$ cat src/engine_params.svh
`ifndef ENGINE_PARAMS_SVH
`define ENGINE_PARAMS_SVH

// Width of one memory packet field
`define ENGINE_FIELD_W 32

// Fields carried by every memory packet
`define ENGINE_NUM_FIELDS 4

// Ingress FIFO depth, equal to the input credits granted at reset
`define ENGINE_IN_DEPTH 4

// Egress FIFO depth, equal to the internal ingress-to-egress credits
`define ENGINE_OUT_DEPTH 4

// Credits the downstream consumer grants at reset
`define ENGINE_OUT_CREDITS 2

`endif

$ cat src/engine_pkg.sv
`include "engine_params.svh"

package engine_pkg;

  // ALU opcodes, encodings 5 to 7 are undefined and give a zero result
  typedef enum logic [2:0] {
    ALU_NOP = 3'd0,
    ALU_ADD = 3'd1,
    ALU_SUB = 3'd2,
    ALU_MUL = 3'd3,
    ALU_ACC = 3'd4
  } alu_op_e;

  // One memory packet, field 0 in the low bits
  typedef logic [`ENGINE_NUM_FIELDS-1:0][`ENGINE_FIELD_W-1:0] memory_packet_t;

  // ALU configuration as loaded through cfg_valid
  typedef struct packed {
    alu_op_e                       alu_operation;
    logic [`ENGINE_NUM_FIELDS-1:0] alu_mask;
    logic                          operate_on_constant;
    logic [`ENGINE_FIELD_W-1:0]    constant_value;
  } alu_config_t;

  // Packet issued to the kernel together with the configuration of its pop
  typedef struct packed {
    memory_packet_t packet;
    alu_config_t    cfg;
  } alu_item_t;

endpackage

$ cat src/alu_egress_stage.sv
`timescale 1ns/1ps
`include "engine_params.svh"

module alu_egress_stage
  import engine_pkg::*;
(
  input  logic           ap_clk,
  input  logic           areset,
  input  logic           res_valid,
  input  memory_packet_t res_packet,
  input  logic           out_credit,
  output logic           out_valid,
  output memory_packet_t out_packet,
  output logic           slot_free
);

  localparam int DEPTH = `ENGINE_OUT_DEPTH;
  localparam int PTR_W = $clog2(DEPTH);
  localparam int CNT_W = $clog2(DEPTH + 1);
  localparam int CRD_W = $clog2(`ENGINE_OUT_CREDITS + 1);

  memory_packet_t   fifo_mem [DEPTH];
  logic [PTR_W-1:0] wr_ptr;
  logic [PTR_W-1:0] rd_ptr;
  logic [CNT_W-1:0] fill;
  logic [CRD_W-1:0] out_credits;
  logic             push;
  logic             send;

  // Room is reserved by the internal credits, so a result is never dropped
  assign push = res_valid && (fill != CNT_W'(DEPTH));
  assign send = (fill != '0) && (out_credits != '0);

  always_ff @(posedge ap_clk) begin
    if (push) begin
      fifo_mem[wr_ptr] <= res_packet;
    end
  end

  always_ff @(posedge ap_clk or posedge areset) begin
    if (areset) begin
      wr_ptr <= '0;
      rd_ptr <= '0;
      fill   <= '0;
    end else begin
      if (push) begin
        wr_ptr <= (wr_ptr == PTR_W'(DEPTH - 1)) ? '0 : wr_ptr + 1'b1;
      end
      if (send) begin
        rd_ptr <= (rd_ptr == PTR_W'(DEPTH - 1)) ? '0 : rd_ptr + 1'b1;
      end
      case ({push, send})
        2'b10:   fill <= fill + 1'b1;
        2'b01:   fill <= fill - 1'b1;
        default: fill <= fill;
      endcase
    end
  end

  // Output credits, a send and a returned credit together leave it unchanged
  always_ff @(posedge ap_clk or posedge areset) begin
    if (areset) begin
      out_credits <= CRD_W'(`ENGINE_OUT_CREDITS);
    end else begin
      case ({send, out_credit})
        2'b10:   out_credits <= out_credits - 1'b1;
        2'b01:   out_credits <= out_credits + 1'b1;
        default: out_credits <= out_credits;
      endcase
    end
  end

  always_ff @(posedge ap_clk or posedge areset) begin
    if (areset) begin
      out_valid <= 1'b0;
      slot_free <= 1'b0;
    end else begin
      out_valid <= send;
      // Each send frees one slot back to the ingress
      slot_free <= send;
    end
  end

  always_ff @(posedge ap_clk) begin
    if (send) begin
      out_packet <= fifo_mem[rd_ptr];
    end
  end

endmodule

$ cat src/alu_engine_top.sv
`timescale 1ns/1ps
`include "engine_params.svh"

module alu_engine_top
  import engine_pkg::*;
(
  input  logic           ap_clk,
  input  logic           areset,
  input  logic           clear,
  input  logic           in_valid,
  input  memory_packet_t in_packet,
  input  logic           cfg_valid,
  input  alu_config_t    cfg,
  output logic           in_credit,
  output logic           out_valid,
  output memory_packet_t out_packet,
  input  logic           out_credit
);

  logic           issue_valid;
  alu_item_t      issue_item;
  logic           res_valid;
  memory_packet_t res_packet;
  // Internal credit return from egress to ingress
  logic           slot_free;

  alu_ingress_stage i_ingress (
    .ap_clk      (ap_clk),
    .areset      (areset),
    .in_valid    (in_valid),
    .in_packet   (in_packet),
    .cfg_valid   (cfg_valid),
    .cfg         (cfg),
    .slot_free   (slot_free),
    .in_credit   (in_credit),
    .issue_valid (issue_valid),
    .issue_item  (issue_item)
  );

  alu_ops_kernel i_kernel (
    .ap_clk      (ap_clk),
    .areset      (areset),
    .clear       (clear),
    .issue_valid (issue_valid),
    .issue_item  (issue_item),
    .res_valid   (res_valid),
    .res_packet  (res_packet)
  );

  alu_egress_stage i_egress (
    .ap_clk     (ap_clk),
    .areset     (areset),
    .res_valid  (res_valid),
    .res_packet (res_packet),
    .out_credit (out_credit),
    .out_valid  (out_valid),
    .out_packet (out_packet),
    .slot_free  (slot_free)
  );

endmodule

$ cat src/alu_ingress_stage.sv
`timescale 1ns/1ps
`include "engine_params.svh"

module alu_ingress_stage
  import engine_pkg::*;
(
  input  logic           ap_clk,
  input  logic           areset,
  input  logic           in_valid,
  input  memory_packet_t in_packet,
  input  logic           cfg_valid,
  input  alu_config_t    cfg,
  input  logic           slot_free,
  output logic           in_credit,
  output logic           issue_valid,
  output alu_item_t      issue_item
);

  localparam int DEPTH = `ENGINE_IN_DEPTH;
  localparam int PTR_W = $clog2(DEPTH);
  localparam int CNT_W = $clog2(DEPTH + 1);
  localparam int CRD_W = $clog2(`ENGINE_OUT_DEPTH + 1);

  memory_packet_t   fifo_mem [DEPTH];
  logic [PTR_W-1:0] wr_ptr;
  logic [PTR_W-1:0] rd_ptr;
  logic [CNT_W-1:0] fill;
  logic [CRD_W-1:0] int_credits;
  alu_config_t      cfg_q;
  logic             push;
  logic             pop;

  // The producer only sends with a credit, the full check is a safety net
  assign push = in_valid && (fill != CNT_W'(DEPTH));
  // Pop only while the egress has a free slot reserved for the result
  assign pop  = (fill != '0) && (int_credits != '0);

  always_ff @(posedge ap_clk) begin
    if (push) begin
      fifo_mem[wr_ptr] <= in_packet;
    end
  end

  always_ff @(posedge ap_clk or posedge areset) begin
    if (areset) begin
      wr_ptr <= '0;
      rd_ptr <= '0;
      fill   <= '0;
    end else begin
      if (push) begin
        wr_ptr <= (wr_ptr == PTR_W'(DEPTH - 1)) ? '0 : wr_ptr + 1'b1;
      end
      if (pop) begin
        rd_ptr <= (rd_ptr == PTR_W'(DEPTH - 1)) ? '0 : rd_ptr + 1'b1;
      end
      case ({push, pop})
        2'b10:   fill <= fill + 1'b1;
        2'b01:   fill <= fill - 1'b1;
        default: fill <= fill;
      endcase
    end
  end

  // Configuration register, a load takes effect for pops after this cycle
  always_ff @(posedge ap_clk or posedge areset) begin
    if (areset) begin
      cfg_q <= '0;
    end else if (cfg_valid) begin
      cfg_q <= cfg;
    end
  end

  // Internal credits, one per free egress FIFO slot
  always_ff @(posedge ap_clk or posedge areset) begin
    if (areset) begin
      int_credits <= CRD_W'(`ENGINE_OUT_DEPTH);
    end else begin
      case ({pop, slot_free})
        2'b10:   int_credits <= int_credits - 1'b1;
        2'b01:   int_credits <= int_credits + 1'b1;
        default: int_credits <= int_credits;
      endcase
    end
  end

  // Issue handshake and input credit return
  always_ff @(posedge ap_clk or posedge areset) begin
    if (areset) begin
      issue_valid <= 1'b0;
      in_credit   <= 1'b0;
    end else begin
      issue_valid <= pop;
      in_credit   <= pop;
    end
  end

  always_ff @(posedge ap_clk) begin
    if (pop) begin
      issue_item.packet <= fifo_mem[rd_ptr];
      issue_item.cfg    <= cfg_q;
    end
  end

endmodule

$ cat src/alu_ops_kernel.sv
`timescale 1ns/1ps
`include "engine_params.svh"

module alu_ops_kernel
  import engine_pkg::*;
(
  input  logic           ap_clk,
  input  logic           areset,
  input  logic           clear,
  input  logic           issue_valid,
  input  alu_item_t      issue_item,
  output logic           res_valid,
  output memory_packet_t res_packet
);

  localparam int FW = `ENGINE_FIELD_W;
  localparam int NF = `ENGINE_NUM_FIELDS;

  memory_packet_t  sel_operands;
  memory_packet_t  s1_operands;
  alu_op_e         s1_op;
  logic [NF-1:0]   s1_mask;
  logic            s1_valid;

  logic [2*FW-1:0] op0_wide;
  logic [2*FW-1:0] op1_wide;
  logic [2*FW-1:0] masked_sum;
  logic [2*FW-1:0] acc_q;
  logic [2*FW-1:0] acc_base;
  logic [2*FW-1:0] acc_next;
  logic [2*FW-1:0] alu_result;
  logic [2*FW-1:0] s2_result;
  logic            s2_valid;

  // Operand select, field 0 always stays the packet value
  always_comb begin
    sel_operands = issue_item.packet;
    for (int i = 1; i < NF; i++) begin
      if (issue_item.cfg.operate_on_constant && issue_item.cfg.alu_mask[i]) begin
        sel_operands[i] = issue_item.cfg.constant_value;
      end
    end
  end

  // Stage 1 registers
  always_ff @(posedge ap_clk or posedge areset) begin
    if (areset) begin
      s1_valid <= 1'b0;
    end else begin
      s1_valid <= issue_valid;
    end
  end

  always_ff @(posedge ap_clk) begin
    if (issue_valid) begin
      s1_operands <= sel_operands;
      s1_op       <= issue_item.cfg.alu_operation;
      s1_mask     <= issue_item.cfg.alu_mask;
    end
  end

  assign op0_wide = {{FW{1'b0}}, s1_operands[0]};
  assign op1_wide = {{FW{1'b0}}, s1_operands[1]};

  // Sum of the masked fields from 1 upward, shared by ADD, SUB and ACC
  always_comb begin
    masked_sum = '0;
    for (int i = 1; i < NF; i++) begin
      if (s1_mask[i]) begin
        masked_sum = masked_sum + {{FW{1'b0}}, s1_operands[i]};
      end
    end
  end

  // A clear in the same cycle as an ACC item zeroes the sum first
  assign acc_base = clear ? '0 : acc_q;
  assign acc_next = acc_base + op0_wide + masked_sum;

  always_comb begin
    case (s1_op)
      ALU_NOP: alu_result = op0_wide;
      ALU_ADD: alu_result = op0_wide + masked_sum;
      ALU_SUB: alu_result = op0_wide - masked_sum;
      ALU_MUL: alu_result = op0_wide * op1_wide;
      ALU_ACC: alu_result = acc_next;
      default: alu_result = '0;
    endcase
  end

  always_ff @(posedge ap_clk or posedge areset) begin
    if (areset) begin
      acc_q <= '0;
    end else if (s1_valid && (s1_op == ALU_ACC)) begin
      acc_q <= acc_next;
    end else if (clear) begin
      acc_q <= '0;
    end
  end

  // Stage 2 registers
  always_ff @(posedge ap_clk or posedge areset) begin
    if (areset) begin
      s2_valid <= 1'b0;
    end else begin
      s2_valid <= s1_valid;
    end
  end

  always_ff @(posedge ap_clk) begin
    if (s1_valid) begin
      s2_result <= alu_result;
    end
  end

  assign res_valid = s2_valid;

  // Low half to field 0, high half to field 1, the rest zero
  always_comb begin
    res_packet    = '0;
    res_packet[0] = s2_result[FW-1:0];
    res_packet[1] = s2_result[2*FW-1:FW];
  end

endmodule

$ cat config.mk
export PLATFORM = sky130hd
export DESIGN_NAME = alu_engine_top
export DESIGN_NICKNAME = d
export VERILOG_FILES = /design/src/engine_pkg.sv /design/src/alu_egress_stage.sv /design/src/alu_engine_top.sv /design/src/alu_ingress_stage.sv /design/src/alu_ops_kernel.sv
export VERILOG_INCLUDE_DIRS = /design/src /design/src/src
export SDC_FILE = /design/constraint.sdc
export NUM_CORES = 2
export LEC_CHECK = 0
export ABC_AREA = 1
export BUFFER_PORTS_ARGS = -buffer_cell sky130_fd_sc_hd__buf_2
export CORE_MARGIN = 3
export CORE_UTILIZATION = 52
export CTS_CLUSTER_SIZE = 25
export DETAILED_ROUTE_END_ITERATION = 8
export GPL_ROUTABILITY_DRIVEN = 0
export GPL_TIMING_DRIVEN = 0
export PLACE_DENSITY = 0.69
export SYNTH_ARGS = -nofsm -noshare
export SYNTH_HDL_FRONTEND = slang
export SYNTH_HIERARCHICAL = 1
export SYNTH_SLANG_ARGS = --single-unit
$ cat constraint.sdc
create_clock -name ap_clk -period 10.24 [get_ports ap_clk]
set_input_delay 0 -clock ap_clk [delete_from_list [all_inputs] [get_ports ap_clk]]
set_output_delay 0 -clock ap_clk [all_outputs]
set_load 0.02 [all_outputs]
==> impl_metrics.toml <==
[global_route]
grt_pass1_wl_mm = 506.9
gr-total-overflow = 0
grt_pass1_vias = 82940
antenna_found_initial = 33
gr-usage-all-layers = 0.3144
grt_max_degree = 95

[clocking]
cts_max_level = 4
clk_pin_slew_ns = 0.06
cts_num_sinks = 1643
cts-root-buf = "clkbuf_16"
post_cts_buffers = 0
cts_buffer_depth = 3
cts_tree = "built"
clock_latency_ns = 0.83
cts_made_buffers = 163

[critical_path]
cp-startpoint = "i_kernel/op0_wide[16]$_DFFE_PP_"
cp.required_ns = 10.72
r2r_cells = 30
worstPathArrival_ns = 10.84
path_common_cell = "fa_1"
r2r-end = "i_kernel/s2_result[60]$_DFFE_PP_"
slowest_stage = "clkdlybuf4s15_1"
critPathCaptureType = "flip-flop"
path_class = "flip-flop to flip-flop"
worstPathMaxFanout = 10
r2r_slack_ns = -0.13
r2r-start = "i_kernel/op0_wide[16]$_DFFE_PP_"
critical-path-max-stage-delay_ns = 0.94
worst_setup_path_start_kind = "flip-flop"
cp-endpoint = "i_kernel/s2_result[60]$_DFFE_PP_"

[power]
ir_drop_mv = 0.2067
p_sw_frac = 0.2214
p_clk_frac = 0.406
switching_power_uw = 3271
power_density_mw_per_mm2 = 119.1
pwr-share-comb = 0.060
p_leak_uw = 0.05544
seqPwrFrac = 0.534
intPower_uw = 11500

[timing]
finalWorstSetupSlack_ns = -0.1251
fmax_mhz = 96.48
rsz0062_at_grt = "true"
finClkSkew_ns = 0.06997
max_slew_margin = -0.1185
fin_crit_sh = 1.012
hold_viol = 0
slew_violations = 9
fin_crit_ns = 10.37
hold_slack_ns = 0.03907
setup_viol = 2
worstMarginPinSlew_ns = 1.678

[placed_design]
place_inst = 14040
numPortBuffers = 301
dp_slack_ns = 0.2018
hpwl_mm = 255.2
placed_cell_area_mm2 = 0.1147

[layout]
nets = 13330
fill_cells = 16420
drive_gt1_frac = 0.08818
fin_area_mm2 = 0.1240
fin_cells = 14750
syn2layout_area_growth_pct = 14.43
final_util = 0.6025

[floorplan]
fp.coreArea_mm2 = 0.2058
ios = 304
die_w_um = 462.5
std_cell_rows = 166
die_area_mm2 = 0.2139
start_util = 0.5266
die_h_um = 462.5

[synth]
netlist_area_mm2 = 0.1084
ys_warn_count = 6
synthCells = 10860
syn_area_per_cell_um2 = 9.980

[drt]
ant_nets = 0
drt-wirelength-per-cell_um = 23.00
drc = 1
vias = 82770
postRouteWirelength_mm = 339.2
drt-pass1-iter-count = 9
drt-initial-drc-count = 9962
viasPerCell = 5.611

[hold_path]
hold_path_class = "input port to flip-flop"

[outcome]
run_status = "finished, violations left"
violations = "design-rule violations, max-capacitance violations, max-slew violations, negative setup slack"

[run]
maxCapViolCount = 1
power groups by stage:
stage                     clock network (µW)  registers (µW)  logic, µW
after floorplan                            0            8080        373
after global placement                     0            8180        599
after detailed placement                   0            8020        736
after CTS                               6070            7880        864
after global routing                    6370            7920        953
final                                   6000            7900        882
critical path: cells and delay by family, from the launching register on:
| kind | cells | cell delay [ns] |
|---|---|---|
| adders and majority gates | 9 | 4.68 |
| and+or+nand+nor | 10 | 2.20 |
| DFF | 1 | 0.46 |
| AOI/OAI and AO/OA | 3 | 0.68 |
| buffers and inverters | 8 | 1.99 |
layer usage:
layer / track usage / up-vias / routed length [µm]
li1: - / 36410 / -
met3: 0.08599 / 1150 / 39870
met4: 0.1991 / 24 / 26470
met5: 0 / - / 258
met2: 0.4812 / 5139 / 149200
met1: 0.3965 / 40050 / 123500
through the flow:
stage	setup TNS, ns	power (µW)
6_report	-0.1564	14780
5_1_grt	-0.2041	15240
4_1_cts	0	14810
3_5_place_dp	0	8756
3_3_place_gp	-1070.78	8779
2_1_floorplan	0	8452
worst min path at each step:
stage	from	endpoint	slack, ns	cells past startpoint
global route	in_valid	i_ingress/wr_ptr[1]$_DFFE_PP0P_	0.05	4
detailed placement	areset	i_kernel/s1_valid$_DFF_PP0_	-0.03	2
global placement	areset	i_egress/slot_free$_DFF_PP0_	0.19	2
finish	in_valid	i_ingress/wr_ptr[1]$_DFFE_PP0P_	0.04	4
floorplan	areset	i_egress/fill[0]$_DFFE_PP0P_	-0.16	1
CTS	in_valid	i_ingress/wr_ptr[1]$_DFFE_PP0P_	0.004	4
sequential cells by signal, indices dropped and copies added (netlist names), 3 cells and up:
name                   flops
i_kernel/s1_operands      64
i_ingress/issue_item     167
i_ingress/int_credits      3
i_kernel/acc_q            64
i_kernel/op0_wide         32
i_kernel/op1_wide         32
i_ingress/fill             3
i_egress/fill              3
i_ingress/fifo_mem       512
i_ingress/cfg_q           39
i_egress/out_packet      128
i_kernel/s2_result        64
i_kernel/s1_op             3
i_egress/fifo_mem        512
i_kernel/s1_mask           3
layout by cell type (no fill, tap or decap), types with 27 or more instances in the layout:
master	count
dfrtp_1	123
o211ai_1	527
nor2_1	300
a21oi_1	316
inv_1	2285
edfxtp_1	1517
nand4_1	46
fa_1	935
nand2_2	37
mux2_2	39
buf_4	104
buf_6	59
clkbuf_1	323
conb_1	64
xor2_1	63
o21ai_0	321
nand3_1	271
buf_2	391
a31oi_1	38
nor3_1	36
clkbuf_16	163
dlygate4sd3_1	379
xnor2_1	32
clkinv_1	30
a21o_1	27
or2_2	32
buf_12	39
nand2_1	2681
ha_1	406
what timing repair did:
action                     CTS  global route
setup endpoints to repair    0            11
resized for setup            0            48
hold endpoints to repair   703             0
hold buffers               379             0
layout make-up:
type | instances | area [µm²] | share of cell area
antenna | 26 | 65.06 | 0.0005246
buffer | 574 | 3167 | 0.02553
clock buffer | 209 | 4392 | 0.03541
clock inverter | 94 | 1033 | 0.008333
inverter | 2307 | 8675 | 0.06995
multi-input combinational | 6398 | 48190 | 0.3886
sequential | 1643 | 48710 | 0.3928
tap | 2772 | 3468 | 0.02797
timing repair buffer | 728 | 6316 | 0.05093
(Power assumes the default switching activity.)
